--- config.mk ---
export PLATFORM = sky130hd
export DESIGN_NAME = sys_regs
export DESIGN_NICKNAME = d
export VERILOG_FILES = /design/src/hw/soc_bus_pkg.sv /design/src/hw/sys_regs.sv
export SDC_FILE = /design/constraint.sdc
export NUM_CORES = 1
export LEC_CHECK = 0
export ABC_AREA = 1
export BUFFER_PORTS_ARGS = -buffer_cell sky130_fd_sc_hd__clkbuf_2
export CAP_MARGIN = 0
export CORE_MARGIN = 2
export CORE_UTILIZATION = 57
export CTS_BUF_LIST = sky130_fd_sc_hd__clkbuf_4 sky130_fd_sc_hd__clkbuf_8
export DETAILED_ROUTE_END_ITERATION = 12
export GPL_TIMING_DRIVEN = 0
export MAX_ROUTING_LAYER = met4
export PLACE_DENSITY = 0.9
export SYNTH_ARGS = -nofsm -noshare
export SYNTH_HDL_FRONTEND = slang
export SYNTH_SLANG_ARGS = --single-unit
--- constraint.sdc ---
create_clock -name i_clk -period 1.9 [get_ports i_clk]
set_input_delay 0.19 -clock i_clk [delete_from_list [all_inputs] [get_ports i_clk]]
set_output_delay 0.19 -clock i_clk [all_outputs]
set_load 0.03 [all_outputs]
--- src/hw/soc_bus_pkg.sv ---
`default_nettype none

package soc_bus_pkg;

    // bus widths
    localparam int ADDR_W = 30;
    localparam int DATA_W = 32;
    localparam int SEL_W = 4;

    typedef logic [ADDR_W-1:0] addr_t;
    typedef logic [DATA_W-1:0] data_t;
    typedef logic [SEL_W-1:0] sel_t;

    // page field sits in the top word-address bits
    localparam int PAGE_W = 9;
    localparam logic [PAGE_W-1:0] MEM_PAGE = 9'd0;
    localparam logic [PAGE_W-1:0] SYS_PAGE = 9'd1;
    localparam addr_t SWLED_ADDR = 30'h400004;

    typedef enum logic [1:0] {
        DEV_MEM,
        DEV_SYS,
        DEV_SWLED,
        DEV_NONE
    } dev_e;

    // system register offsets in the low address bits
    typedef enum logic [3:0] {
        REG_ID       = 4'd0,
        REG_SCRATCH  = 4'd1,
        REG_ERR_ADDR = 4'd2,
        REG_POWER    = 4'd3,
        REG_IRQ      = 4'd4
    } sys_reg_e;

    localparam data_t SYS_ID = 32'h20191028;

endpackage

`default_nettype wire

--- src/hw/sys_regs.sv ---
`default_nettype none

module sys_regs (
    input  wire logic               i_clk,
    input  wire logic               i_reset,
    input  wire logic               i_stb,
    input  wire logic               i_we,
    input  wire soc_bus_pkg::addr_t i_addr,
    input  wire soc_bus_pkg::data_t i_data,
    input  wire logic               i_bus_err,
    output logic                    o_ack,
    output soc_bus_pkg::data_t      o_data,
    output logic                    o_interrupt
);

    import soc_bus_pkg::*;

    sys_reg_e reg_sel;
    addr_t    addr_q;
    addr_t    err_addr;
    data_t    scratch;
    data_t    power_cnt;

    assign reg_sel = sys_reg_e'(i_addr[3:0]);

    // the error pulse lags the strobe by one cycle
    always_ff @(posedge i_clk) begin
        addr_q <= i_addr;
    end

    always_ff @(posedge i_clk) begin
        if (i_reset) begin
            o_ack       <= 1'b0;
            o_interrupt <= 1'b0;
            scratch     <= '0;
            err_addr    <= '0;
            power_cnt   <= '0;
        end else begin
            o_ack <= i_stb;
            if (i_stb && i_we) begin
                case (reg_sel)
                    REG_SCRATCH: scratch <= i_data;
                    REG_IRQ:     o_interrupt <= i_data[0];
                    default:     ;
                endcase
            end
            if (i_bus_err) begin
                err_addr <= addr_q;
            end
            // top bit sticks while the low bits keep counting
            power_cnt[DATA_W-2:0] <= power_cnt[DATA_W-2:0] + 1'b1;
            power_cnt[DATA_W-1]   <= power_cnt[DATA_W-1] || (&power_cnt[DATA_W-2:0]);
        end
    end

    always_ff @(posedge i_clk) begin
        case (reg_sel)
            REG_ID:       o_data <= SYS_ID;
            REG_SCRATCH:  o_data <= scratch;
            REG_ERR_ADDR: o_data <= {err_addr, 2'b00};
            REG_POWER:    o_data <= power_cnt;
            REG_IRQ:      o_data <= {{(DATA_W-1){1'b0}}, o_interrupt};
            default:      o_data <= '0;
        endcase
    end

endmodule

`default_nettype wire

==> summary.txt <==
Cell row count -> 36
Vias in the first global route -> 5406
Final worst slack -> 0.293 ns
Internal power -> 4.93 mW
Logic pwr share -> 6.1%
Post-Synthesis Cells -> 697
Critical path required time -> 2.27 ns
Congestion Overflow GR -> 0
Layout cells sized above 1 -> 19.9%
Commonest non-fill, non-tap cells in the layout -> dfxtp_1, nand2_1, nor2_1
Inserted Clock Buffers -> 17
Synth async-reset ratio -> 0%
Outcome -> complete, no violations
Worst slew pin tran -> 0.588 ns
XOR/XNOR Fraction of Synth Area -> 0.461%
Commonest non-fill, non-tap cell in the layout -> dfxtp_1
Adder-Cell Fraction of Synth Area -> 0.219%
Clk sinks -> 158
Ys Warns -> 0
Max Cap Violations -> 0
GP Congestion -> 0.964
Clk Latency, worst-skew pair -> 0.44 ns
DR DRC count -> 0
Pwr dens -> 920 nW/um^2
Final slew viol count -> 0
PortBufs -> 100
Finish-stage setup viols -> 0
Clk buf depth -> 2
Initial DRC count -> 397
Pin count of the biggest net entering global routing -> 17
CTS H-tree lvls -> 4
Largest family of logic cells by synthesized area -> simple AND/OR/NAND/NOR gates
F_max -> 622 MHz
Peak supply drop -> 0.833 mV
Nets@finish -> 916
CP Class -> input port to flop
Synth Area in Simple Gates -> 21.4%
Place WS -> 0.392 ns
Vias per cell -> 5.43
CP Max Fanout -> 10
Final period utilization -> 84.6%
Clock Skews -> 0.00998 ns
Synth Net Count -> 765
Reg clk slew, reported paths -> 0.09 ns
Length of the first detailed-routing pass in iterations -> 7
Inserted Diodes -> 0
TritonCTS clock tree -> yes
Hold Crit Class -> input port to flop
Worst EP arrival -> 1.98 ns
Average size of a mapped cell -> 8.18 um^2
Core area -> 9730 um^2
Max_slew headroom -> 60.8%
Sw power -> 1.62 mW
Die area -> 10800 um^2
Initial antenna violation count -> 0
Chip width -> 104 um
Routed WL per cell -> 15.6 um
Sequential fraction of design power -> 52.9%
Io pins -> 101
Seq/Total Area, Yosys -> 55.5%
Die Y -> 104 um
Number of synthesized register bits -> 158
Final Hold Viols -> 0
Critical Path Start Type -> input port
Top cells by area, synth -> dfxtp_1, nand2_1, nor2_1
Post-synthesis mux area share -> 0%
Netlist cell types -> 28
HPWL Detailed -> 10.4 mm
Yosys top cell area share -> 55.5%
Unrepaired setup endpoints after global routing -> false
Post-synth EDFFs -> 0
First-pass GRT wire length -> 25.4 mm
Antenna Nets Post-Route -> 0
Routed via count -> 5397
Initial Util -> 58.6%
Routed WL -> 15.5 mm
Area delta synth->final -> 24.9%
Leak pwr -> 2.89 nW
Final setup TNS -> 0 ns
Crit path capture type -> flop
PostCTS Resize Cnt -> 0
Prevailing post-synth register cell -> dfxtp_1
Tmin final -> 1.61 ns
Clock Power Share -> 41.1%
Synth Area in Compound Gates -> 15.3%
Sw Ratio -> 24.7%
Fillers -> 669
Cell taking the most area after synthesis -> dfxtp_1
Clk root buf -> clkbuf_8
GRT Total Usage -> 30.6%
Synth Cell Area -> 5700 um^2
## power by group through the flow
stage / logic [mW] / registers [mW] / clock network, mW
6_report: 0.398 / 3.46 / 2.69
5_1_grt: 0.439 / 3.47 / 2.84
4_1_cts: 0.388 / 3.46 / 2.69
3_5_place_dp: 0.332 / 3.53 / 0
3_3_place_gp: 0.322 / 3.53 / 0
2_1_floorplan: 0.162 / 3.55 / 0
## metrics by stage
step                      utilization (%)  cell area, um^2  std cells  total power, mW  hold WS [ns]
after floorplan                         -             5700        697             3.71         0.218
after global placement               65.4             6370        930             3.85         0.293
after detailed placement             65.4             6370        930             3.87         0.294
after CTS                            73.2             7120        994             6.53       0.00130
after global routing                 73.2             7120        994             6.75        0.0190
final                                73.2             7120        994             6.55        0.0114
## path summary, 6_finish.rpt
kind / startpoint / to / slack (ns) / depth (start not counted)
worst max register to register: power_cnt[0] / power_cnt[14] / 0.36 / 7
worst min-delay path: i_data[1] / scratch[1] / 0.01 / 3
worst max-delay path: i_reset / err_addr[29] / 0.29 / 7
worst min register to register: scratch[10] / scratch[10] / 0.46 / 2
## synth_stat cells (3+ instances only)
library cell,instances
dfxtp_1,158
nand2_1,124
nor2_1,121
inv_1,58
a21oi_1,53
o21ai_0,39
o21ai_1,30
nand3_1,16
clkbuf_1,15
o211ai_1,13
o221ai_1,11
buf_2,8
nor2_2,7
buf_6,6
nor2_4,6
o2111ai_1,6
inv_2,4
nand4_1,4
nand2_2,3
xor2_1,3
## routing by layer
layer	track usage, %	wire length (um)
met1	34.5	5880
met2	50.0	7530
met3	7.77	1370
met4	16.7	707
met5	-	0
## timing repair
| action | CTS | global route |
|---|---|---|
| hold endpoints to repair | 32 | 0 |
| setup buffers | 0 | 0 |
| hold buffers | 32 | 0 |
## critical path, cell delays in order
cell,delay (ns)
dlygate4sd3_1,0.55
clkbuf_2,0.17
inv_1,0.08
buf_2,0.23
clkbuf_1,0.43
o21ai_0,0.21
nor2_1,0.13
## area by class of cell
class	count	area [um^2]	share of cell area (%)
Sequential cell	158	3160	44.4
Multi-Input combinational cell	447	2130	30.0
Timing Repair Buffer	132	821	11.5
Clock buffer	17	234	3.29
Inverter	62	233	3.27
Clock inverter	15	198	2.78
Buffer	30	171	2.41
Tap cell	133	166	2.34
## cell families (layout without fill, tap and decap cells)
group                      Yosys count  after routing
and+or+nand+nor                    289            289
DFF                                158            158
AOI/OAI and AO/OA                  154            154
buffers and inverters               92            256
xor gates and xnor gates             3              3
adders and majority gates            1              1
## registers in the layout (all words and copies together) (netlist names)
name,count
addr_q,30
err_addr,30
o_ack,1
o_data,32
power_cnt,32
scratch,32
o_interrupt,1
No activity file was read; power rests on OpenSTA's default activity.
