## config.mk

```make
export PLATFORM = sky130hd
export DESIGN_NAME = switch_led_port
export DESIGN_NICKNAME = d
export VERILOG_FILES = /design/src/hw/soc_bus_pkg.sv /design/src/hw/switch_led_port.sv
export SDC_FILE = /design/constraint.sdc
export NUM_CORES = 1
export LEC_CHECK = 0
export ABC_AREA = 1
export BUFFER_PORTS_ARGS = -buffer_cell sky130_fd_sc_hd__buf_2
export CELL_PAD_IN_SITES_DETAIL_PLACEMENT = 1
export CELL_PAD_IN_SITES_GLOBAL_PLACEMENT = 2
export CORE_ASPECT_RATIO = 1.2
export CORE_MARGIN = 5
export CORE_UTILIZATION = 18
export DETAILED_ROUTE_END_ITERATION = 10
export GPL_TIMING_DRIVEN = 0
export PLACE_DENSITY_LB_ADDON = 0.1
export SYNTH_ARGS = -nofsm -noshare
export SYNTH_HDL_FRONTEND = slang
export SYNTH_SLANG_ARGS = --single-unit
```

## constraint.sdc

```tcl
create_clock -name i_clk -period 0.88 [get_ports i_clk]
set_clock_uncertainty 0.15 [all_clocks]
set_input_delay 0.176 -clock i_clk [delete_from_list [all_inputs] [get_ports i_clk]]
set_output_delay 0.176 -clock i_clk [all_outputs]
set_load 0.1 [all_outputs]
```

## src/hw/soc_bus_pkg.sv

```systemverilog
`default_nettype none

package soc_bus_pkg;

    // bus widths
    localparam int ADDR_W = 30;
    localparam int DATA_W = 32;
    localparam int SEL_W = 4;

    typedef logic [ADDR_W-1:0] addr_t;
    typedef logic [DATA_W-1:0] data_t;
    typedef logic [SEL_W-1:0] sel_t;

    // page field sits in the top word-address bits
    localparam int PAGE_W = 9;
    localparam logic [PAGE_W-1:0] MEM_PAGE = 9'd0;
    localparam logic [PAGE_W-1:0] SYS_PAGE = 9'd1;
    localparam addr_t SWLED_ADDR = 30'h400004;

    typedef enum logic [1:0] {
        DEV_MEM,
        DEV_SYS,
        DEV_SWLED,
        DEV_NONE
    } dev_e;

    // system register offsets in the low address bits
    typedef enum logic [3:0] {
        REG_ID       = 4'd0,
        REG_SCRATCH  = 4'd1,
        REG_ERR_ADDR = 4'd2,
        REG_POWER    = 4'd3,
        REG_IRQ      = 4'd4
    } sys_reg_e;

    localparam data_t SYS_ID = 32'h20191028;

endpackage

`default_nettype wire

```

## src/hw/switch_led_port.sv

```systemverilog
`default_nettype none

module switch_led_port (
    input  wire logic               i_clk,
    input  wire logic               i_reset,
    input  wire logic               i_stb,
    input  wire logic               i_we,
    input  wire soc_bus_pkg::data_t i_data,
    input  wire logic [15:0]        i_switches,
    output logic                    o_ack,
    output soc_bus_pkg::data_t      o_data,
    output logic [15:0]             o_leds
);

    import soc_bus_pkg::*;

    always_ff @(posedge i_clk) begin
        if (i_reset) begin
            o_ack  <= 1'b0;
            o_leds <= '0;
        end else begin
            o_ack <= i_stb;
            if (i_stb && i_we) begin
                o_leds <= i_data[15:0];
            end
        end
    end

    // switches read back zero-extended
    always_ff @(posedge i_clk) begin
        o_data <= {{(DATA_W-16){1'b0}}, i_switches};
    end

endmodule

`default_nettype wire

```

==> run metrics, run 1 <==
Clock Power Share 0.239; Starting Density 0.187; die height 97.5 um; crit path buf inv count 1; worst path required time 0.55 ns; pwr/cell area 1680 nW/um^2; max incr delay on CP between 0.3 and 0.4 ns; top-area cell type share of the netlist area 0.576; critical path, cell by cell buf_12; CP max FO 2; Internal Power 2.74 mW; Routed WL 4.60 mm; Logic pwr share 0.400; dpl cells 303; worst min path class in -> reg; status finished, violations left; crit path DAT 0.82 ns; Pre-antenna DRT Iters 3; Iteration-0 DRC Markers 21; CP endpoint kind output port; clock transition at the registers of the reported paths 0.07 ns; Yosys top cell by area dfxtp_1; Synth area leaders dfxtp_1 58%, buf_4 11%, nor2_1 11%, nand2_1 9.2%, inv_1 5.6%; I/O pin total 101; Net Sw Frac 0.399; final instance area approximately 2700 um^2; Leakage 1.33 nW; WHS -0.0489 ns; CTS H-tree depth 2; Core ar. 6130 um^2; clock root buffer clkbuf_8; Post-DP HPWL approximately 2.8 mm; P_sw 1.83 mW; Total GRT Usage 0.122; largest net degree at the start of global routing 11; layout cells sized above 1 0.665; row count 31; RSZ-0062 raised after global routing yes; post-synth cell types 10; Max Root-Sink Buffers 2; Fillers between 700 and 800; fmax 0.871 GHz; total CTS buffers 5; VDD IR-drop max 0.000596 V; Final Non-Filler Cells about 350; violated checks hold timing, setup timing; Post-DP Area 1770 um^2; first-pass GRT wire length 7.64 mm; final setup margin -0.269 ns; CTS tree done; # port buffers 68; family with the most delay on the worst path flip-flops; Seq pwr share 0.361; Synth Warn # 0; routed vias/inst 3.61; Core Util, Final 0.444; final count of pins violating max slew 0; Final min period 1.15 ns; Setup Crit Path Kind reg -> out; Final #Nets 314; DIE AREA 8080 um^2; register area share after synthesis 0.576; max cap viols 0; clk_lat worst skew 0.28 ns; FF+latch count, synth 33; DR WL/cell 13.3 um; Remaining Overflow, GRT 0; Mapped Avg Cell Area between 8 and 9 um^2; initial antenna violation count 0; Post-Syn Area 1150 um^2; Place WS -0.201 ns; Area Growth Syn to Fin 137%; final hold vios 16; vias in the first global route 1419; Final setup viols 46; width of the die 82.9 um; TritonCTS Sinks 33; Worst Setup Start Kind register; Vias 1247; RD Place Congestion 0.666; hold buffer count at cts 17; DRT antenna net count 0; Final period util 1.31; Gate Count Post-Synth 138; ant diodes 0; DRC viols 0; slowest CP cell dfxtp_4
==> what timing repair did <==
item,4_1_cts,5_1_grt
setup endpoints to repair,33,47
buffers inserted,14,8
endpoints found under the hold margin,32,10
resized for setup,143,16
pin swaps,0,7
==> metal layers <==
layer | wire length, um | global-route usage | up-vias
li1 | - | - | 608
met1 | 1520 | 0.117 | 567
met2 | 2650 | 0.234 | 65
met3 | 345 | 0.0433 | 7
met4 | 77 | 0.0453 | 0
met5 | 0 | 0 | -
==> Yosys cell counts <==
master   number
inv_2         1
buf_2         1
nor2_1       33
inv_1        17
dfxtp_1      33
buf_4        17
buf_6         2
conb_1        1
nand2_1      28
nand2_2       5
==> worst min-delay path, delay by kind of cell <==
family / cells / cell delay (ns)
buffers and inverters: 1 / 0.08
AND/OR/NAND/NOR: 2 / 0.09
==> cell type report <==
cell class,count,area [um^2],area share
Buffer,20,155,0.0571
Clock buffer,6,72.6,0.0267
Clock inverter,2,10.0,0.00368
Inverter,18,67.6,0.0249
Multi-Input combinational cell,82,340,0.125
Sequential cell,33,785,0.289
Tap cell,82,103,0.0377
Timing Repair Buffer,102,1190,0.436
==> metrics by stage <==
stage                     total power, mW  setup TNS (ns)  hold slack (ns)
after global placement               2.97           -7.95            0.129
final                                4.57           -8.56          -0.0489
after floorplan                      2.78          -0.812           0.0537
after global routing                 4.81          -10.32          -0.0351
after CTS                            4.59           -8.80          -0.0440
after detailed placement             2.98           -8.53            0.130
==> cell families after synthesis <==
logic type | synth area share
buffers and inverters | 0.194
other | 0.00327
DFF | 0.576
and+or+nand+nor | 0.227
==> placed cells by master (no fill, tap or decap), drive strengths merged <==
cell type	n
inv	18
nand2	33
dfxtp	33
conb	16
clkinv	2
dlygate4sd3	17
buf	105
clkbuf	6
nor2	33
==> state kept, by name, summed over array words and instances (netlist names) <==
name	flops
o_data	16
o_ack	1
o_leds	16
==> power by group through the flow <==
| stage | Combinational (mW) | Clock [mW] | Sequential (mW) |
|---|---|---|---|
| finish | 1.83 | 1.09 | 1.65 |
| global route | 1.91 | 1.24 | 1.66 |
| CTS | 1.79 | 1.16 | 1.64 |
| detailed placement | 1.36 | 0 | 1.62 |
| global placement | 1.35 | 0 | 1.62 |
| floorplan | 0.485 | 0 | 2.29 |
==> path summary, 6_finish.rpt <==
path               from          to  slack [ns]  cells past startpoint
max          o_leds[13]  o_leds[13]       -0.27                      1
min           i_data[8]   o_leds[8]       -0.05                      3
max reg2reg  o_leds[15]  o_leds[15]       -0.10                      6
min reg2reg   o_leds[5]   o_leds[5]        0.49                      5
Power figures use the tool's default switching activity.
==> run 2, diff against run 1 <==
--- a/config.mk
+++ b/config.mk
@@ -15,6 +15,7 @@
 export DETAILED_ROUTE_END_ITERATION = 10
 export GPL_TIMING_DRIVEN = 0
 export PLACE_DENSITY_LB_ADDON = 0.1
+export SETUP_SLACK_MARGIN = 0.05
 export SYNTH_ARGS = -nofsm -noshare
 export SYNTH_HDL_FRONTEND = slang
 export SYNTH_SLANG_ARGS = --single-unit
==> run metrics, run 2 (same netlist as run 1, synthesis figures left out) <==
final instance area 2710 um^2 (was 2720 um^2); DRC viols 0 (unchanged); pwr/cell area 1680 nW/um^2 (about the same); # port buffers 68 (unchanged); post-route setup TNS -8.57 ns (was -8.56 ns); TritonCTS Sinks 33 (unchanged); hold buffer count at cts 16 (was 17); most common cell after layout, fill and taps aside buf_2 (unchanged); worst min path class in -> reg (unchanged); family with the most delay on the worst path flip-flops (unchanged); worst path required time 0.55 ns (about the same); Remaining Overflow, GRT 0 (unchanged); Critical Path Stages 1 (unchanged); DRT antenna net count 0 (unchanged); Starting Density 0.187 (unchanged); Pre-antenna DRT Iters 3 (unchanged); hold path cells 2 (was 3); row count 31 (unchanged); Max Root-Sink Buffers 2 (unchanged); Core ar. 6130 um^2 (unchanged); Final setup viols 46 (unchanged); critical path, cell by cell buf_12 (unchanged); Worst Setup Start Kind register (unchanged); Final #Nets 313 (was 314); multi-input logic area 340 um^2 (unchanged); fmax 0.870 GHz (was 0.871 GHz); width of the die 82.9 um (unchanged); layout cells sized above 1 0.668 (was 0.665); initial antenna violation count 0 (unchanged); Fillers 725 (unchanged); final count of pins violating max slew 0 (unchanged); crit path DAT 0.82 ns (about the same); I/O pin total 101 (unchanged); status finished, violations left (unchanged); Setup Crit Path Kind reg -> out (unchanged); final total power 4.57 mW (about the same); biggest regs o_data x16, o_leds x16, o_ack x1 (unchanged); Final Non-Filler Cells 344 (was 345); violated checks hold timing, setup timing (unchanged); Leakage 1.34 nW (was 1.33 nW); slowest CP cell dfxtp_4 (unchanged); final hold vios 16 (unchanged); largest net degree at the start of global routing 11 (unchanged); VDD IR-drop max 0.000596 V (about the same); Final period util 1.31 (about the same); crit path buf inv count 1 (unchanged); dpl cells 303 (unchanged); final setup margin -0.269 ns (about the same); RSZ-0062 raised after global routing yes (unchanged); reg2reg path depth 6 (unchanged); Routed WL 4.57 mm (was 4.60 mm); total CTS buffers 5 (unchanged); RD Place Congestion 0.666 (unchanged); Final min period 1.15 ns (about the same); die height 97.5 um (unchanged); Iteration-0 DRC Markers 22 (was 21); CP endpoint kind output port (unchanged); CTS H-tree depth 2 (unchanged); Area Growth Syn to Fin 136% (was 137%); ant diodes 0 (unchanged); first-pass GRT wire length 7.62 mm (was 7.64 mm); most frequent cells in the layout 36 x buf_2, 33 x dfxtp_4, 33 x buf_12, 32 x nor2_1, 21 x nand2_1 (unchanged); CP max FO 2 (unchanged); vias in the first global route 1413 (was 1419); routed vias/inst 3.61 (about the same); Vias 1242 (was 1247); Place WS -0.201 ns (unchanged); Core Util, Final 0.442 (was 0.444); Post-DP HPWL 2.82 mm (unchanged); clock root buffer clkbuf_8 (unchanged); max cap viols 0 (unchanged); Post-DP Area 1770 um^2 (unchanged); DR WL/cell 13.3 um (about the same); max incr delay on CP 0.37 ns (about the same); DIE AREA 8080 um^2 (unchanged); CTS tree done (unchanged); register area 785 um^2 (unchanged); Total GRT Usage 0.122 (about the same); clock transition at the registers of the reported paths 0.07 ns (about the same); clk_lat worst skew 0.28 ns (about the same); WHS -0.0815 ns (was -0.0489 ns)
==> run 2: cell types whose count changed in the layout (fill, tap and decap cells not counted) <==
cell            before  now
dlymetal6s4s_1       0    1
dlygate4sd3_1       17   15
==> run 2: area by class of cell <==
type / instances / area share
buffer: 20 / 0.0572
sequential: 33 / 0.289
inverter: 18 / 0.0249
multi-input combinational: 82 / 0.126
tap: 82 / 0.0378
clock buffer: 6 / 0.0268
clock inverter: 2 / 0.00369
timing repair buffer: 101 / 0.435
==> run 2: routing by layer <==
layer	global-route usage	vias up	part of all wire
met4	0.0453	0	0.017
li1	-	606	-
met3	0.0433	7	0.076
met5	0	-	0
met2	0.233	65	0.57
met1	0.117	564	0.33
==> run 2: worst paths after layout <==
| path | slack, ns | end | startpoint |
|---|---|---|---|
| worst max register to register | -0.10 | o_leds[15] | o_leds[15] |
| worst min register to register | 0.49 | o_leds[5] | o_leds[5] |
| worst max-delay path | -0.27 | o_leds[13] | o_leds[13] |
| worst min-delay path | -0.08 | o_ack | i_reset |
==> run 2: power by group <==
group	leakage, nW	internal, mW	switching [mW]
Clock	0.0450	0.548	0.545
Sequential	0.292	1.55	0.0964
Combinational	0.998	0.642	1.18
==> run 2: worst register-to-register path: cells and delay by family, from the launching register on <==
| kind | cells | cell delay, ns |
|---|---|---|
| and+or+nand+nor | 3 | 0.13 |
| DFF | 1 | 0.36 |
| buffers and inverters | 3 | 0.24 |
==> run 2: repair_timing <==
item | 4_1_cts | 5_1_grt
buffers inserted | 14 | 8
pin swaps | 1 | 8
endpoints found under the setup margin | 33 | 49
hold endpoints to repair | 32 | 10
resized for setup | 143 | 17
