$ cat src/hw/soc_bus_pkg.sv
`default_nettype none

package soc_bus_pkg;

    // bus widths
    localparam int ADDR_W = 30;
    localparam int DATA_W = 32;
    localparam int SEL_W = 4;

    typedef logic [ADDR_W-1:0] addr_t;
    typedef logic [DATA_W-1:0] data_t;
    typedef logic [SEL_W-1:0] sel_t;

    // page field sits in the top word-address bits
    localparam int PAGE_W = 9;
    localparam logic [PAGE_W-1:0] MEM_PAGE = 9'd0;
    localparam logic [PAGE_W-1:0] SYS_PAGE = 9'd1;
    localparam addr_t SWLED_ADDR = 30'h400004;

    typedef enum logic [1:0] {
        DEV_MEM,
        DEV_SYS,
        DEV_SWLED,
        DEV_NONE
    } dev_e;

    // system register offsets in the low address bits
    typedef enum logic [3:0] {
        REG_ID       = 4'd0,
        REG_SCRATCH  = 4'd1,
        REG_ERR_ADDR = 4'd2,
        REG_POWER    = 4'd3,
        REG_IRQ      = 4'd4
    } sys_reg_e;

    localparam data_t SYS_ID = 32'h20191028;

endpackage

`default_nettype wire

$ cat src/hw/bus_decoder.sv
`default_nettype none

module bus_decoder (
    input  wire logic               i_clk,
    input  wire logic               i_reset,
    input  wire logic               i_stb,
    input  wire soc_bus_pkg::addr_t i_addr,
    output logic                    o_mem_stb,
    output logic                    o_sys_stb,
    output logic                    o_swled_stb,
    input  wire logic               i_mem_ack,
    input  wire soc_bus_pkg::data_t i_mem_data,
    input  wire logic               i_sys_ack,
    input  wire soc_bus_pkg::data_t i_sys_data,
    input  wire logic               i_swled_ack,
    input  wire soc_bus_pkg::data_t i_swled_data,
    output logic                    o_ack,
    output logic                    o_err,
    output soc_bus_pkg::data_t      o_data
);

    import soc_bus_pkg::*;

    dev_e dev;
    logic [PAGE_W-1:0] page;

    assign page = i_addr[ADDR_W-1 -: PAGE_W];

    // 0x400000 is unmapped and falls through to none
    always_comb begin
        if (page == MEM_PAGE) begin
            dev = DEV_MEM;
        end else if (page == SYS_PAGE) begin
            dev = DEV_SYS;
        end else if (i_addr == SWLED_ADDR) begin
            dev = DEV_SWLED;
        end else begin
            dev = DEV_NONE;
        end
    end

    assign o_mem_stb   = i_stb && (dev == DEV_MEM);
    assign o_sys_stb   = i_stb && (dev == DEV_SYS);
    assign o_swled_stb = i_stb && (dev == DEV_SWLED);

    // one registered stage for the merged response
    always_ff @(posedge i_clk) begin
        if (i_reset) begin
            o_ack  <= 1'b0;
            o_err  <= 1'b0;
            o_data <= '0;
        end else begin
            o_ack <= i_mem_ack || i_sys_ack || i_swled_ack;
            o_err <= i_stb && (dev == DEV_NONE);
            if (i_sys_ack) begin
                o_data <= i_sys_data;
            end else if (i_mem_ack) begin
                o_data <= i_mem_data;
            end else if (i_swled_ack) begin
                o_data <= i_swled_data;
            end else begin
                o_data <= '0;
            end
        end
    end

endmodule

`default_nettype wire

$ cat config.mk
export PLATFORM = sky130hd
export DESIGN_NAME = bus_decoder
export DESIGN_NICKNAME = d
export VERILOG_FILES = /design/src/hw/soc_bus_pkg.sv /design/src/hw/bus_decoder.sv
export SDC_FILE = /design/constraint.sdc
export NUM_CORES = 1
export LEC_CHECK = 0
export ABC_CLOCK_PERIOD_IN_PS = 1100
export BUFFER_PORTS_ARGS = -buffer_cell sky130_fd_sc_hd__buf_4
export CORE_UTILIZATION = 33
export DETAILED_ROUTE_END_ITERATION = 10
export PLACE_DENSITY = 0.75
export SLEW_MARGIN = 40
export SYNTH_ARGS = -nofsm -noshare
export SYNTH_HDL_FRONTEND = slang
export SYNTH_SLANG_ARGS = --single-unit
$ cat constraint.sdc
create_clock -name i_clk -period 1.1 [get_ports i_clk]
set_input_delay 0.11 -clock i_clk [delete_from_list [all_inputs] [get_ports i_clk]]
set_output_delay 0.11 -clock i_clk [all_outputs]
set_load 0.05 [all_outputs]
==> impl_metrics.json, run 1 <==
{
  "outcome": "finished, violations left",
  "violations": "setup timing",
  "clock.fmax_mhz": 754,
  "nNetsFinal": 472,
  "synth_largest_area_cell": "dfxtp_1",
  "synth_nets": 304,
  "place_ws_ns": -0.267,
  "drt_first_pass_iters": 5,
  "path_common_cell": "buf_6",
  "crit_family": "simple AND/OR/NAND/NOR gates",
  "antenna_left": 0,
  "avgViaCountPerCell": 5.22,
  "portBuffers": 168,
  "ys_seq_area_frac": 0.458,
  "min_from": "i_sys_data[31]",
  "async_flop_share": 0,
  "post_drt_wl_per_cell_microns": 15.1,
  "syn_area_sq_um": 1490,
  "synth_edf_count": 0,
  "timing.hold.ws_ns": 0.102,
  "synth_area_leaders": "dfxtp_1 46%, a221oi_1 18%, nor3_1 11%, nor2_1 8.6%, clkbuf_1 2.5%",
  "overflow": 0,
  "pwr-share-comb": 0.333,
  "hold_path_class": "input pin to flip-flop",
  "vias": 2052,
  "h-tree-depth": 2,
  "maxSlewViolCount": 0,
  "n_antenna_cell": 0,
  "critical_path.startpoint_type": "input pin",
  "clock_sinks": 34,
  "synth_ff_type": "dfxtp_1",
  "p_sw_w": 0.00107,
  "fp.dieW_microns": 69.1,
  "tightest_slew_ns": 0.690,
  "finalCritPeriodShare": 1.21,
  "place_hpwl_microns": 4260,
  "areaGrowthSynthToFinish_pct": 105,
  "critPathKind": "input pin to output port",
  "cts.path.max_buffers": 2,
  "ctsRootBufferMaster": "clkbuf_8",
  "setup_viol": 3,
  "syn_inst": 172,
  "gp_congestion": 0.783,
  "critPathArrivalTime_ns": 1.22,
  "yosys-top-cells-count": "34 x dfxtp_1, 34 x nor2_1, 33 x nor3_1",
  "p_sw_frac": 0.312,
  "track_usage": 0.237,
  "wirelength_microns": 5950,
  "start_util": 0.342,
  "clkPwrFrac": 0.275,
  "rsz0062_at_grt": "true",
  "synth_top_area_share": 0.458,
  "pin_count": 169,
  "fin_setup_tns_ns": -0.585,
  "whs_path_depth": 3,
  "p_int_w": 0.00236,
  "min_period_ns": 1.33,
  "cts_tree": "built",
  "p_total_w": 0.00342,
  "drv_cap": 0,
  "slowest_stage": "nor4_4",
  "drc_errors": 0,
  "worstPathRequired_ns": 0.99,
  "cellPowerDensity_nw_per_um2": 1120,
  "crit_path_end_kind": "output port",
  "crit_fanout": 3,
  "antenna_found_initial": 0,
  "core_sq_um": 4350,
  "synth_area_per_cell_sq_um": 8.65,
  "layout-drive-gt1-share": 0.578,
  "yosys.cell_types.count": 21,
  "irDropWorstVdd_mv": 0.696,
  "holdPathEnd": "o_data[31]$_SDFF_PP0_",
  "maxSlewHeadroom": 0.539,
  "numCtsBuffers": 5,
  "die_y_microns": 69.1,
  "dieArea_sq_um": 4780,
  "drt_iter0_drc": 67,
  "grt_pass1_wl_microns": 9130,
  "std_cell_rows": 24,
  "pwr-share-seq": 0.392,
  "path_clk_slew_ns": 0.07,
  "yosysWarnings": 0,
  "path_cells": "buf_6 > nor4_4 > nand3_2 > buf_6 > nor3b_4 > buf_6",
  "path_buf_inv": 3,
  "grt_pass1_vias": 1996,
  "grt_max_degree": 36,
  "leakagePower_nw": 1.45,
  "layout_setup_ws_ns": -0.226,
  "ys_ff_latch": 34,
  "hold_violations": 0,
  "fill_cells": 352,
  "max_stage_delay_ns": 0.30
}
## metal layers
layer	vias up	track usage	routed length (microns)
met4	0	0.0816	102
met5	-	0	0
met2	104	0.444	3220
met3	11	0.0687	429
li1	988	-	-
met1	949	0.249	2190
## stage by stage
| stage | utilization | cell area (sq um) | cells |
|---|---|---|---|
| after CTS | 0.695 | 3030 | 391 |
| final | 0.701 | 3050 | 393 |
| after detailed placement | 0.653 | 2840 | 383 |
| after global routing | 0.701 | 3050 | 393 |
| after floorplan | - | 1510 | 172 |
| after global placement | 0.651 | 2840 | 383 |
## layout by cell type, fill, tap and decap left out, drive strengths merged
cell type and n:
o31a 1, a221oi 30, nor4 6, inv 3, nor3 33, nor2 34
clkbuf 7, nor4b 1, nand3 1, nand2 4, nor3b 1, dfxtp 34
nand4 1, clkinv 1, nor2b 1, nand3b 2, a311oi 3, buf 178
## how the worst max path moves through the flow
stage	depth (start not counted)	end	slack, ns	startpoint
CTS	5	o_swled_stb	-0.23	i_addr[14]
floorplan	3	o_swled_stb	-0.29	i_addr[25]
detailed placement	5	o_swled_stb	-0.27	i_addr[25]
global placement	4	o_data[28]$_SDFF_PP0_	-0.51	i_mem_ack
finish	6	o_sys_stb	-0.23	i_addr[25]
global route	6	o_sys_stb	-0.30	i_addr[25]
## area by class of cell
type | instances | area [sq um] | area share
timing repair buffer | 178 | 1400 | 0.458
multi-input combinational | 118 | 805 | 0.264
sequential | 34 | 681 | 0.223
clock buffer | 7 | 86.3 | 0.0283
tap | 52 | 65.1 | 0.0213
inverter | 3 | 11.3 | 0.00369
clock inverter | 1 | 5.00 | 0.00164
## state kept, by name (all words and copies together) (netlist names)
signal and flops:
o_ack 1, o_data 32, o_err 1
## kinds of logic (layout without fill, tap and decap cells)
family	after synthesis	in the layout	synth area share
AND/OR/NAND/NOR	84	84	0.284
AO/OA/AOI/OAI	34	34	0.200
buffers and inverters	20	189	0.0580
flip-flops	34	34	0.458
## power groups by stage
stage / clock [W] / combinational (W) / sequential, W
after floorplan: 0 / 0.000224 / 0.00169
after global placement: 0 / 0.00110 / 0.00137
after detailed placement: 0 / 0.00111 / 0.00137
after CTS: 0.000956 / 0.00114 / 0.00134
after global routing: 0.00101 / 0.00121 / 0.00135
final: 0.000940 / 0.00114 / 0.00134
## what timing repair did
item | 4_1_cts | 5_1_grt
resized for setup | 19 | 2
pin swaps | 9 | 4
gates cloned | 0 | 0
hold buffers | 0 | 0
setup buffers | 0 | 2
setup endpoints to repair | 3 | 3
(Power assumes the default switching activity.)
==> run 2, diff against run 1 <==
- ABC_CLOCK_PERIOD_IN_PS: 1100 -> 1200
- CORE_UTILIZATION: 33 -> 30
- PLACE_DENSITY: 0.75 -> 0.72
- SETUP_SLACK_MARGIN: default -> 0.15
- clock period: 1.1 -> 1.2 ns (I/O delays scaled with it)
==> run 2 against run 1 <==
Net effect:
- the run still ends with setup timing left
- first-iteration DRC count is 31% lower
- power decreased by 10%
- via count rose by 2.1%
- sequential cell count did not move
- worst setup slack improved by 0.079 ns
- cell area up 0.86%
- non-clock buffer count up 2
- critical path depth down 1
- sequential power shrank 8%
- critical path type unchanged
- largest cell class unchanged
- highest routed layer unchanged
==> impl_metrics.json, run 2 (same netlist as run 1, synthesis figures left out) <==
{
  "tightest_slew_ns": 0.459,
  "drt-met1-wl_microns": 2500,
  "irDropWorstVdd_mv": 0.507,
  "critPathArrivalTime_ns": 1.23,
  "drv_cap": 0,
  "h-tree-depth": 2,
  "worstPathRequired_ns": 1.08,
  "timing.hold.ws_ns": 0.117,
  "antenna_left": 0,
  "pin_count": 169,
  "std_cell_rows": 25,
  "final_common_cell": "buf_4",
  "ctsRootBufferMaster": "clkbuf_8",
  "place_ws_ns": -0.194,
  "grt_pass1_wl_microns": 8950,
  "crit_fanout": 2,
  "start_util": 0.313,
  "post_drt_wl_per_cell_microns": 15.9,
  "clock_sinks": 34,
  "grt_pass1_vias": 1978,
  "drc_errors": 0,
  "crit_path_end_kind": "output port",
  "largest-register": "o_data",
  "fill_cells": 437,
  "gp_congestion": 0.741,
  "overflow": 0,
  "drt_first_pass_iters": 4,
  "vias": 2096,
  "avgViaCountPerCell": 5.11,
  "wl_met2_microns": 3260,
  "hold_buffers": 0,
  "largest_registers": "o_data x32, o_ack x1, o_err x1",
  "violations": "setup timing",
  "core_sq_um": 4750,
  "rsz0062_at_grt": "true",
  "critPathKind": "input pin to output port",
  "cts_tree": "built",
  "numCtsBuffers": 5,
  "wl_met3_microns": 596,
  "clock.fmax_mhz": 743,
  "multi_input_area_sq_um": 827,
  "layout-drive-gt1-share": 0.577,
  "largest_reg_flops": 32,
  "hold_violations": 0,
  "cellPowerDensity_nw_per_um2": 1000,
  "layout_setup_ws_ns": -0.147,
  "whs_path_depth": 3,
  "antenna_found_initial": 0,
  "outcome": "finished, violations left",
  "finalCritPeriodShare": 1.12,
  "setup_viol": 3,
  "maxSlewViolCount": 0,
  "p_total_w": 0.00308,
  "nNetsFinal": 475,
  "regArea_sq_um": 681,
  "die_y_microns": 72.4,
  "final_cell_mix": "170 x buf_4, 34 x nor2_1, 34 x dfxtp_1, 31 x nor3_1, 30 x a221oi_1",
  "critical_path.startpoint_type": "input pin",
  "wirelength_microns": 6510,
  "path_clk_slew_ns": 0.07,
  "maxSlewHeadroom": 0.694,
  "portBuffers": 168,
  "track_usage": 0.222,
  "min_period_ns": 1.35,
  "hold_path_class": "input pin to flip-flop",
  "areaGrowthSynthToFinish_pct": 107,
  "leakagePower_nw": 1.46,
  "drt_iter0_drc": 46,
  "dieArea_sq_um": 5240,
  "place_area_sq_um": 2870,
  "n_antenna_cell": 0,
  "fp.dieW_microns": 72.4,
  "cts.path.max_buffers": 2,
  "final_area_sq_um": 3080,
  "place_hpwl_microns": 4390,
  "grt_max_degree": 36,
  "top_layer": "met4"
}
## run 2: cell count changes in the layout (fill, tap and decap cells not counted), sizes merged
cell / previous run / this run
nor2b: 1 / 2
clkinv: 1 / 0
buf: 178 / 180
## run 2: per-stage QoR
| stage | util | instances | TNS [ns] |
|---|---|---|---|
| after floorplan | - | 172 | -0.450 |
| after global placement | 0.602 | 399 | -12.51 |
| after detailed placement | 0.603 | 399 | -1.74 |
| after CTS | 0.636 | 408 | -0.263 |
| after global routing | 0.647 | 410 | -0.543 |
| final | 0.647 | 410 | -0.387 |
## run 2: final timing paths
check / startpoint / to / slack (ns)
setup / recovery: i_addr[16] / o_swled_stb / -0.15
hold / removal: i_sys_data[31] / o_data[31]$_SDFF_PP0_ / 0.12
## run 2: routing by layer
| layer | vias to the layer above | track usage |
|---|---|---|
| li1 | 998 | - |
| met4 | 0 | 0.0915 |
| met3 | 18 | 0.0694 |
| met2 | 119 | 0.393 |
| met5 | - | 0 |
| met1 | 961 | 0.244 |
## run 2: where the power goes
group          leakage, nW  total, W  internal [W]  switching (W)
clock network       0.0383  0.000784      0.000399       0.000385
logic                 1.13   0.00106      0.000489       0.000570
registers            0.284   0.00123       0.00121      0.0000223
## run 2: cell type report
class	count	area share
Inverter	3	0.00366
Multi-Input combinational cell	119	0.269
Sequential cell	34	0.221
Tap cell	67	0.0272
Timing Repair Buffer	180	0.454
Clock buffer	7	0.0248
## run 2: worst max-delay path, stage by stage
cell and delay, ns:
buf_4 0.12, nor4_2 0.27, nand4_1 0.22, nor4_4 0.30, buf_6 0.19
## run 2: timing repair
action | 4_1_cts | 5_1_grt
endpoints found under the setup margin | 3 | 26
cloned | 0 | 1
pin swaps | 9 | 1
endpoints found under the hold margin | 0 | 0
setup buffers | 2 | 1
resized for setup | 14 | 5
