<file path="config.mk">
export PLATFORM = sky130hd
export DESIGN_NAME = wb_pri_arbiter
export DESIGN_NICKNAME = d
export VERILOG_FILES = /design/src/hw/soc_bus_pkg.sv /design/src/hw/wb_pri_arbiter.sv
export SDC_FILE = /design/constraint.sdc
export NUM_CORES = 1
export LEC_CHECK = 0
export ABC_AREA = 1
export BUFFER_PORTS_ARGS = -buffer_cell sky130_fd_sc_hd__buf_2
export CORE_AREA = 2 2 83 85
export DETAILED_ROUTE_END_ITERATION = 7
export DIE_AREA = 0 0 85 87
export GPL_TIMING_DRIVEN = 0
export SLEW_MARGIN = 20
export SYNTH_ARGS = -nofsm -noshare
export SYNTH_HDL_FRONTEND = slang
export SYNTH_SLANG_ARGS = --single-unit
</file>
<file path="constraint.sdc">
create_clock -name i_clk -period 1 [get_ports i_clk]
set_input_delay 0 -clock i_clk [delete_from_list [all_inputs] [get_ports i_clk]]
set_output_delay 0 -clock i_clk [all_outputs]
set_load 0.02 [all_outputs]
</file>
<file path="src/hw/soc_bus_pkg.sv">
`default_nettype none

package soc_bus_pkg;

    // bus widths
    localparam int ADDR_W = 30;
    localparam int DATA_W = 32;
    localparam int SEL_W = 4;

    typedef logic [ADDR_W-1:0] addr_t;
    typedef logic [DATA_W-1:0] data_t;
    typedef logic [SEL_W-1:0] sel_t;

    // page field sits in the top word-address bits
    localparam int PAGE_W = 9;
    localparam logic [PAGE_W-1:0] MEM_PAGE = 9'd0;
    localparam logic [PAGE_W-1:0] SYS_PAGE = 9'd1;
    localparam addr_t SWLED_ADDR = 30'h400004;

    typedef enum logic [1:0] {
        DEV_MEM,
        DEV_SYS,
        DEV_SWLED,
        DEV_NONE
    } dev_e;

    // system register offsets in the low address bits
    typedef enum logic [3:0] {
        REG_ID       = 4'd0,
        REG_SCRATCH  = 4'd1,
        REG_ERR_ADDR = 4'd2,
        REG_POWER    = 4'd3,
        REG_IRQ      = 4'd4
    } sys_reg_e;

    localparam data_t SYS_ID = 32'h20191028;

endpackage

`default_nettype wire

</file>
<file path="src/hw/wb_pri_arbiter.sv">
`default_nettype none

module wb_pri_arbiter (
    input  wire logic               i_clk,
    input  wire logic               i_reset,
    // master a has priority
    input  wire logic               i_a_cyc,
    input  wire logic               i_a_stb,
    input  wire logic               i_a_we,
    input  wire soc_bus_pkg::addr_t i_a_addr,
    input  wire soc_bus_pkg::data_t i_a_data,
    input  wire soc_bus_pkg::sel_t  i_a_sel,
    output logic                    o_a_ack,
    output logic                    o_a_stall,
    output logic                    o_a_err,
    // master b
    input  wire logic               i_b_cyc,
    input  wire logic               i_b_stb,
    input  wire logic               i_b_we,
    input  wire soc_bus_pkg::addr_t i_b_addr,
    input  wire soc_bus_pkg::data_t i_b_data,
    input  wire soc_bus_pkg::sel_t  i_b_sel,
    output logic                    o_b_ack,
    output logic                    o_b_stall,
    output logic                    o_b_err,
    // merged bus toward the decoder
    output logic                    o_cyc,
    output logic                    o_stb,
    output logic                    o_we,
    output soc_bus_pkg::addr_t      o_addr,
    output soc_bus_pkg::data_t      o_data,
    output soc_bus_pkg::sel_t       o_sel,
    input  wire logic               i_ack,
    input  wire logic               i_err
);

    typedef enum logic [1:0] {
        OWN_NONE,
        OWN_A,
        OWN_B
    } owner_e;

    owner_e owner_q;
    owner_e grant;

    // current owner holds while its cyc stays up and a wins otherwise
    always_comb begin
        grant = OWN_NONE;
        if (owner_q == OWN_A && i_a_cyc) begin
            grant = OWN_A;
        end else if (owner_q == OWN_B && i_b_cyc) begin
            grant = OWN_B;
        end else if (i_a_cyc) begin
            grant = OWN_A;
        end else if (i_b_cyc) begin
            grant = OWN_B;
        end
    end

    always_ff @(posedge i_clk) begin
        if (i_reset) begin
            owner_q <= OWN_NONE;
        end else begin
            owner_q <= grant;
        end
    end

    // request mux
    assign o_cyc  = (grant == OWN_A) ? i_a_cyc : (grant == OWN_B) ? i_b_cyc : 1'b0;
    assign o_stb  = (grant == OWN_A) ? (i_a_cyc && i_a_stb)
                  : (grant == OWN_B) ? (i_b_cyc && i_b_stb) : 1'b0;
    assign o_we   = (grant == OWN_B) ? i_b_we : i_a_we;
    assign o_addr = (grant == OWN_B) ? i_b_addr : i_a_addr;
    assign o_data = (grant == OWN_B) ? i_b_data : i_a_data;
    assign o_sel  = (grant == OWN_B) ? i_b_sel : i_a_sel;

    // responses go only to the owner while the other one waits
    assign o_a_ack   = (grant == OWN_A) && i_ack;
    assign o_a_err   = (grant == OWN_A) && i_err;
    assign o_a_stall = i_a_stb && (grant != OWN_A);
    assign o_b_ack   = (grant == OWN_B) && i_ack;
    assign o_b_err   = (grant == OWN_B) && i_err;
    assign o_b_stall = i_b_stb && (grant != OWN_B);

endmodule

`default_nettype wire

</file>
==> flow_summary.ini, run 1 <==
[die]
initial_utilization_pct = 16.70
fp.dieW_um = 85
core_region_area_mm2 = 0.006569
row_count = 30
die-height_um = 87
io_pins = 217
fp.dieArea_mm2 = 0.007395

[layout]
antennaDiodeCount = 0
area_growth_syn_to_layout_pct = 159.4
design.final.nets = 613
largest_register_ff_count = 2
layout-drive-gt1-share_pct = 58.64
max_flop_register = owner_q
fillerInstances = 695
layout_top_registers = owner_q (2)
multi_input_comb_area_mm2 = 0.001050
layout.area.seq_um2 = 42.54

[worst_setup_path]
timing.reg2reg.setup_slack_ps = 10
path_max_fanout = 10
critical_path.reg2reg.startpoint = owner_q[0]$_SDFF_PP0_
cp_data_required_time_ps = 1000
start_kind = flip-flop
worst_r2r_path_depth = 6
path_class = reg2out
crit_arrival_ps = 1290
setup.worst_path.end_class = output pin
r2r-end = owner_q[0]$_SDFF_PP0_

[hold_path]
holdPathEnd = owner_q[0]$_SDFF_PP0_
min-delay-start = i_a_cyc
worst_hold_path_type = in2reg
min_path_cells = 3

[timing]
grt_setup_unrepaired = true
setup_viol = 74
tns_ps = -19280
layout_min_cycle_time_ps = 1291
fin_ws_ps = -290.9
finalCritPeriodShare_pct = 129.1
drv_slew = 0
tightestPinTransition_ps = 265.8
worst_slew_margin_rel_pct = 82.21
max_freq_ghz = 0.7747
hold_viol_final = 0
clock_skew_ps = 1.557

[place]
dpl.hpwl_um = 5099
place.gp.congestion = 0.7579
port_buffers = 216

[clocking]
cts.clk_slew.worst_paths_ps = 30
clock_insertion_delay_worst_skew_ps = 210
cts_htree_levels = 1
cts_num_sinks = 2
cts.root.buffer_cell = clkbuf_8
clk_path_buf_depth = 2
tritoncts = yes
cts_made_buffers = 3

[power]
power_per_cell_area_mw_per_mm2 = 747.4
design_power_total_uw = 2127
leakagePower_uw = 0.001801
vdd_drop_max_mv = 0.6224

[global_route]
antenna_violations_before_repair = 0
grt_first_pass_wirelength_um = 9308
first_global_vias = 2045
grt_max_degree = 11
track_usage_pct = 14.92
gr-total-overflow = 0

[drt]
drt_pass1_iterations = 4
ant_nets = 0
ratio_of_routed_vias_to_standard_cells = 4.335
routed-via-count = 2380
first_iter_violations = 47
drcViolationCount = 0
drt_wl_total_um = 6422
wl_per_cell_um = 11.70

[logic_synthesis]
yosys_warnings = 0
yosys.cell_types.count = 12
synthesis.instances = 246
post_synth_instance_area_mm2 = 0.001097
mean_instance_size_in_the_synthesized_netlist_um2 = 4.461
ys_seq_elements = 2
synth_fp_nets = 388
seq_area_frac_synth_pct = 3.649

[flow_run]
timing.max_cap.violations = 0

[run_status]
failing_checks = negative setup slack
status = complete, but fails checks
[what timing repair did]
item,4_1_cts,5_1_grt
endpoints found under the setup margin,75,75
resized for setup,101,51
endpoints found under the hold margin,2,0
hold buffers,1,0
pin swaps,2,1
setup buffers,3,0
[synth_stat cells]
cell | n | share of area, %
a21boi_0 | 1 | 0.68
a21oi_1 | 3 | 1.4
buf_2 | 20 | 9.1
buf_6 | 2 | 2.1
dfxtp_1 | 2 | 3.6
inv_1 | 4 | 1.4
inv_2 | 1 | 0.34
nand2_1 | 137 | 47
nand2_2 | 2 | 1.1
nand3_1 | 69 | 31
nor2_1 | 4 | 1.4
or2_2 | 1 | 0.57
[cell type report]
| cell class | instances | share of cell area [%] |
|---|---|---|
| Timing Repair Buffer | 220 | 48.79 |
| Multi-Input combinational cell | 217 | 36.88 |
| Buffer | 22 | 7.209 |
| Tap cell | 80 | 3.516 |
| Sequential cell | 2 | 1.495 |
| Clock buffer | 3 | 1.451 |
| Inverter | 5 | 0.6593 |
[power by group]
part	switching, µW	internal (µW)	total (µW)
sequential	2.94	85.8	88.8
combinational	902	810	1710
clock	71.6	255	327
total	977	1150	2130
[metal layers]
layer	wire (µm)	track usage, %	up-vias
li1	-	-	1235
met1	2517	18.27	1043
met4	12	2.020	0
met3	422	1.991	2
met2	3470	28.27	100
met5	0	0	-
[metrics by stage]
stage	utilization, %	worst slack [ps]	hold WS [ps]	instance area [µm²]	instances
global route	43.33	-358.7	125.5	2846	549
CTS	40.82	-323.2	93.83	2681	549
detailed placement	34.69	-287.4	187.3	2278	542
finish	43.33	-290.9	129.9	2846	549
global placement	34.69	-285.4	177.8	2278	542
floorplan	-	-80.83	69.07	1097	246
[worst max path at each step]
stage                                from         end  slack [ps]  cells after the start
floorplan           owner_q[0]$_SDFF_PP0_     o_b_ack         -80                      5
global placement    owner_q[0]$_SDFF_PP0_   o_addr[2]        -290                      7
detailed placement  owner_q[0]$_SDFF_PP0_   o_addr[2]        -290                      7
CTS                 owner_q[0]$_SDFF_PP0_  o_data[21]        -320                      8
global route        owner_q[0]$_SDFF_PP0_  o_data[17]        -360                      8
finish              owner_q[0]$_SDFF_PP0_  o_data[24]        -290                      8
[critical path, cell delays in order (launching register included)]
cell and delay [ps]:
dfxtp_2 310, inv_2 60, nand3_4 100, nand2_8 110, buf_8 120, buf_8 120, nand2_1 50, nand2_1 80
buf_6 120
[logic make-up after synthesis]
group	after synthesis	share of synthesized area, %
AO/OA/AOI/OAI	4	2.052
buffers and inverters	27	12.88
flip-flops	2	3.649
AND/OR/NAND/NOR	213	81.41
[cells in the final DEF, fill, tap and decap left out, types with 2 or more instances in the layout]
| cell type | n |
|---|---|
| clkbuf_8 | 3 |
| nand3_2 | 7 |
| nor2_1 | 2 |
| buf_2 | 166 |
| buf_6 | 40 |
| nand3_1 | 61 |
| nand2_2 | 8 |
| nand2_1 | 125 |
| a21oi_1 | 2 |
| dfxtp_2 | 2 |
| buf_4 | 31 |
| inv_1 | 3 |
| buf_12 | 2 |
| nand2_4 | 5 |
| buf_8 | 2 |
| inv_2 | 2 |
Power figures use the tool's default switching activity.
==> inputs of run 2 (changes only) <==
Settings changed: SKIP_LAST_GASP from default to 1.
==> run 2 against run 1 <==
The flow still finishes with violations (negative setup slack). Critical path depth is the same. Total power up 7.1%. Sequential share of layout area shrank 0.16 points. Non-clock buffer count increased by 5. Global-route usage is 0.49 points lower. Core utilization grew 5.1 points. Fmax fell by 4.1%. Worst setup slack worse by 55 ps. Via count grew 4.2%. Critical path type unchanged. Critical endpoint unchanged. Largest cell class unchanged.
==> flow_summary.ini, run 2 (synthesis results as in run 1) <==
[worst_setup_path]
crit_arrival_ps = 1350
worst_path_dominant_cell_family = buffers and inverters
timing.reg2reg.setup_slack_ps = -40
r2r-end = owner_q[1]$_SDFF_PP0_
setup.worst_path.end_class = output pin
critical_path.reg2reg.startpoint = owner_q[0]$_SDFF_PP0_
critical_path.n_buffers_inverters = 4
crit_top_cell = nand2_1
start_kind = flip-flop
cp-startpoint = owner_q[0]$_SDFF_PP0_
cp-endpoint = o_data[24]
path_max_fanout = 6
critical_path_cell_count = 8
cell_by_cell_trace_of_the_critical_path = inv_2, nand3_4, nand2_8, buf_8, clkbuf_16, nand2_1, nand2_1, buf_6
path_class = reg2out
worst_r2r_path_depth = 5
cp_data_required_time_ps = 1000
crit_path_top_delay_cell = dfxtp_2
cp_slowest_stage_delay_ps = 310

[power]
leakagePower_uw = 0.001930
comb_power_share_pct = 81.8
power_report.internal_total_uw = 1238
power_per_cell_area_mw_per_mm2 = 716.2
netSwitchingPower_uw = 1040
sequentialPowerShare_pct = 3.9
clock_power_share_pct = 14.3
vdd_drop_max_mv = 0.6135
design_power_total_uw = 2278
switching_share_pct = 45.67

[clocking]
cts.clk_slew.worst_paths_ps = 30
tritoncts = yes
cts_num_sinks = 2
clock_insertion_delay_worst_skew_ps = 210
cts.root.buffer_cell = clkbuf_8
cts_made_buffers = 3
clk_path_buf_depth = 2
cts_htree_levels = 1

[die]
core_region_area_mm2 = 0.006569
initial_utilization_pct = 16.70
io_pins = 217
die-height_um = 87
fp.dieW_um = 85
fp.dieArea_mm2 = 0.007395
row_count = 30

[layout]
layout_common_cells = 169 x buf_2, 105 x nand2_1, 48 x nand3_1, 48 x buf_6, 28 x nand2_2
max_flop_register = owner_q
multi_input_comb_area_mm2 = 0.001196
antennaDiodeCount = 0
fillerInstances = 663
area_growth_syn_to_layout_pct = 189.9
layout_top_registers = owner_q (2)
finalCoreUtilization_pct = 48.42
layout.area.seq_um2 = 42.54
layout-drive-gt1-share_pct = 66.24
design.final.nets = 618
layout.cells.most_common = buf_2
largest_register_ff_count = 2
finalNonFillerCells = 554

[global_route]
antenna_violations_before_repair = 0
gr-total-overflow = 0
first_global_vias = 1985
grt_first_pass_wirelength_um = 8990
grt.busiest_layer = met2
grt_use_met1_pct = 17.48
track_usage_pct = 14.43
grt_max_degree = 11
grtUsageMet2_pct = 27.20
met3_usage_pct = 2.180

[timing]
setup_viol = 76
grt_setup_unrepaired = true
tns_ps = -22720
worst_slew_margin_rel_pct = 78.20
fin_ws_ps = -345.4
layout_min_cycle_time_ps = 1345
max_freq_ghz = 0.7432
drv_slew = 0
finalCritPeriodShare_pct = 134.5
hold_viol_final = 0
clock_skew_ps = 1.475
tightestPinTransition_ps = 327.0

[place]
place_worst_setup_slack_ps = -287.4
dp.cells = 542
port_buffers = 216
place.gp.congestion = 0.7579
dpl.hpwl_um = 5099

[drt]
ant_nets = 0
drt_pass1_iterations = 4
drt_wl_total_um = 7034
routed-via-count = 2480
drcViolationCount = 0
wl_per_cell_um = 12.70
ratio_of_routed_vias_to_standard_cells = 4.477
first_iter_violations = 45

[run_status]
failing_checks = negative setup slack
status = complete, but fails checks

[flow_run]
timing.max_cap.violations = 0

[hold_path]
worst_hold_path_type = in2reg
min-delay-start = i_a_cyc
run 2: cell count changes in the layout (fill, tap and decap cells not counted), sizes merged:
cell / before / now
clkbuf: 3 / 8
run 2: per-stage QoR:
| stage | instance area (µm²) | hold slack (ps) |
|---|---|---|
| floorplan | 1097 | 69.07 |
| global placement | 2278 | 177.8 |
| detailed placement | 2278 | 187.3 |
| CTS | 2554 | 108.4 |
| global route | 3181 | 128.8 |
| finish | 3181 | 126.7 |
run 2: worst min path at each step:
stage | endpoint | slack (ps) | cells past startpoint
2_1_floorplan | owner_q[1]$_SDFF_PP0_ | 70 | 1
3_5_place_dp | owner_q[0]$_SDFF_PP0_ | 190 | 2
6_report | owner_q[0]$_SDFF_PP0_ | 130 | 3
5_1_grt | owner_q[0]$_SDFF_PP0_ | 130 | 3
4_1_cts | owner_q[0]$_SDFF_PP0_ | 110 | 3
3_3_place_gp | owner_q[1]$_SDFF_PP0_ | 180 | 2
run 2: power groups by stage:
stage | registers, µW | logic, µW | clock network, µW
finish | 89.1 | 1860 | 326
global route | 89.3 | 1990 | 357
CTS | 86.4 | 1520 | 333
detailed placement | 87.0 | 1380 | 0
global placement | 86.8 | 1370 | 0
floorplan | 86.6 | 768 | 0
run 2: timing repair:
| item | CTS | global route |
|---|---|---|
| setup endpoints to repair | 75 | 76 |
| pin swaps | 2 | 20 |
| gates cloned | 0 | 5 |
| endpoints found under the hold margin | 2 | 0 |
| hold buffers | 1 | 0 |
| setup buffers | 3 | 0 |
| gates resized for setup | 63 | 143 |
run 2: worst register-to-register path, cell delays in order, from the launching register on:
cell       delay, ps
dfxtp_2          310
inv_2             60
nand3_4          130
clkbuf_16        210
clkbuf_16        160
a21oi_2          110
run 2: layout make-up:
class,count,area share (%)
Timing Repair Buffer,225,49.13
Multi-Input combinational cell,217,37.61
Buffer,22,6.884
Tap cell,80,3.147
Sequential cell,2,1.338
Clock buffer,3,1.298
Inverter,5,0.5901
run 2: per-layer routing:
| layer | vias to the layer above | wire [µm] | part of all wire, % |
|---|---|---|---|
| li1 | 1248 | - | - |
| met1 | 1122 | 2618 | 37 |
| met2 | 108 | 3964 | 56 |
| met3 | 2 | 438 | 6.2 |
| met4 | 0 | 12 | 0.17 |
| met5 | - | 0 | 0 |
==> inputs of run 3 (changes only) <==
Settings changed: ABC_AREA 1 to 0, CORE_AREA 2 2 83 85 to 2 2 84 86, DIE_AREA 0 0 85 87 to 0 0 86 88.
==> run 3 against run 2 <==
Largest power group unchanged. Clock power fell by 4%. Routed wire length shrank 34%. The run still ends with negative setup slack left. Synthesized cell count is 63% lower. Hold slack improved by 100 ps. Sequential share of layout area grew 0.16 points.
==> flow_summary.ini, run 3 <==
[run_status]
status = complete, but fails checks
failing_checks = negative setup slack

[global_route]
antenna_violations_before_repair = 0
track_usage_pct = 9.635
gr-total-overflow = 0
grt_first_pass_wirelength_um = 6009
grt_max_degree = 11
first_global_vias = 1395

[drt]
ratio_of_routed_vias_to_standard_cells = 3.980
drcViolationCount = 0
drt_wl_total_um = 4632
first_iter_violations = 4
drt_pass1_iterations = 3
wl_per_cell_um = 11.73
ant_nets = 0
routed-via-count = 1572

[die]
fp.dieArea_mm2 = 0.007568
io_pins = 217
core_region_area_mm2 = 0.006644
fp.dieW_um = 86
die-height_um = 88
initial_utilization_pct = 14.75
row_count = 30

[clocking]
cts.clk_slew.worst_paths_ps = 30
cts_htree_levels = 1
cts_made_buffers = 3
cts.root.buffer_cell = clkbuf_8
tritoncts = yes
cts_num_sinks = 2
clk_path_buf_depth = 2
clock_insertion_delay_worst_skew_ps = 210

[logic_synthesis]
mean_instance_size_in_the_synthesized_netlist_um2 = 10.89
count_of_flip_flops_with_a_built_in_enable_after_synthesis = 0
yosys.area.top_type = mux2_2
synthesis.instances = 90
yosys.cell_types.count = 11
synthMostInstantiatedCell = mux2_2
post_synth_instance_area_um2 = 979.7
yosys_warnings = 0
dominantRegCellSynth = dfxtp_1
post_synth_most_frequent_cells = 67 x mux2_2, 7 x buf_6, 4 x and2_1, 4 x nor2b_1, 2 x dfxtp_1
yosysTopAreaCellShare_pct = 77.01
seq_area_frac_synth_pct = 4.087
ys_seq_elements = 2
synth_fp_nets = 232
post_synth_main_area_contributors = mux2_2 77%, buf_6 8.0%, dfxtp_1 4.1%
ys_async_sr_fraction_pct = 0

[place]
port_buffers = 216
dpl.hpwl_um = 4049
place.gp.congestion = 0.6969
place_worst_setup_slack_ps = -549.0
placed_cell_area_mm2 = 0.002419

[timing]
fin_ws_ps = -598.0
worst_slew_margin_rel_pct = 91.18
grt_setup_unrepaired = true
finalCritPeriodShare_pct = 159.8
setup_viol = 76
max_freq_ghz = 0.6258
tightestPinTransition_ps = 132.0
hold_viol_final = 0
drv_slew = 0
clock_skew_ps = 0.9232
layout_min_cycle_time_ps = 1598

[worst_setup_path]
start_kind = flip-flop
path_class = reg2out
setup.worst_path.end_class = output pin
cp_data_required_time_ps = 1000
crit_arrival_ps = 1600
path_max_fanout = 10

[layout]
post-route-cell-area_mm2 = 0.002683
max_flop_register = owner_q
layout.cells.most_common = buf_2
largest_register_ff_count = 2
area_growth_syn_to_layout_pct = 173.8
design.final.nets = 459
antennaDiodeCount = 0
layout_common_cells = 204 x buf_2, 65 x mux2_4, 13 x buf_6
layout_top_registers = owner_q (2)
fillerInstances = 653
layout-drive-gt1-share_pct = 98.10

[power]
leakagePower_uw = 0.001566
power_per_cell_area_mw_per_mm2 = 721.3
vdd_drop_max_mv = 0.6065

[flow_run]
timing.max_cap.violations = 0

[hold_path]
worst_hold_path_type = in2reg
-- run 3: cell count changes after synthesis, sizes merged --
cell	delta
nand2b	+1
mux2	+67
nor2b	+4
a21boi	-1
buf	-15
a22o	+1
and2	+4
nand3	-69
inv	-4
nand2	-139
nor2	-4
o21a	+1
a21oi	-2
-- run 3: cells by family after synthesis --
| group | synth area share (%) |
|---|---|
| buffers and inverters | 8.429 |
| flip-flops | 4.087 |
| multiplexers | 77.01 |
| AND/OR/NAND/NOR | 7.151 |
| AO/OA/AOI/OAI | 3.321 |
-- run 3: layout make-up --
| class | count | area [µm²] | area share [%] |
|---|---|---|---|
| buffer | 7 | 140.1 | 5.224 |
| tap | 80 | 100.1 | 3.731 |
| sequential | 2 | 40.04 | 1.493 |
| multi-input combinational | 80 | 1137 | 42.40 |
| inverter | 1 | 3.754 | 0.1399 |
| clock buffer | 3 | 41.29 | 1.539 |
| timing repair buffer | 222 | 1220 | 45.48 |
-- run 3: what timing repair did --
item                                    CTS  global route
resized for setup                        15            30
hold buffers                              1             0
pin swaps                                 1             3
buffers inserted                          2             3
endpoints found under the setup margin   75            75
endpoints found under the hold margin     2             0
-- run 3: worst max-delay path, cell delays in order, from the launching register on --
cell and delay (ps):
dfxtp_1 280, nand2b_4 140, a21oi_4 170, buf_12 170, buf_12 150, mux2_4 310
buf_2 160
-- run 3: power breakdown --
group          leakage (µW)  switching [µW]  total, µW  internal, µW
registers         0.0000166            1.82       86.6          84.8
logic               0.00153             678       1530           857
clock network     0.0000216            59.3        313           254
total               0.00157             739       1940          1200
-- run 3: metrics by stage --
step	TNS [ps]	cells	util [%]	hold slack (ps)	total power, µW
finish	-41520	395	40.38	228.7	1935
global route	-46360	395	40.38	235.1	2052
CTS	-41910	392	38.51	259.5	1889
detailed placement	-36800	386	36.40	176.8	1501
global placement	-36050	386	36.40	175.8	1487
floorplan	-17230	90	-	71.61	969.8
-- run 3: routing by layer --
layer	wire, µm	part of all wire [%]	up-vias	global-route usage [%]
met3	485	10	2	1.979
met2	2541	55	111	19.10
li1	-	-	785	-
met5	0	0	-	0
met1	1589	34	674	10.56
met4	16	0.35	0	1.732
-- run 3: final timing paths --
check,start,end,slack [ps],depth (start not counted)
setup reg to reg,owner_q[0]$_SDFF_PP0_,owner_q[1]$_SDFF_PP0_,-180,6
hold / removal,i_a_cyc,owner_q[0]$_SDFF_PP0_,230,3
hold reg to reg,owner_q[1]$_SDFF_PP0_,owner_q[0]$_SDFF_PP0_,800,4
setup / recovery,owner_q[0]$_SDFF_PP0_,o_data[17],-600,6
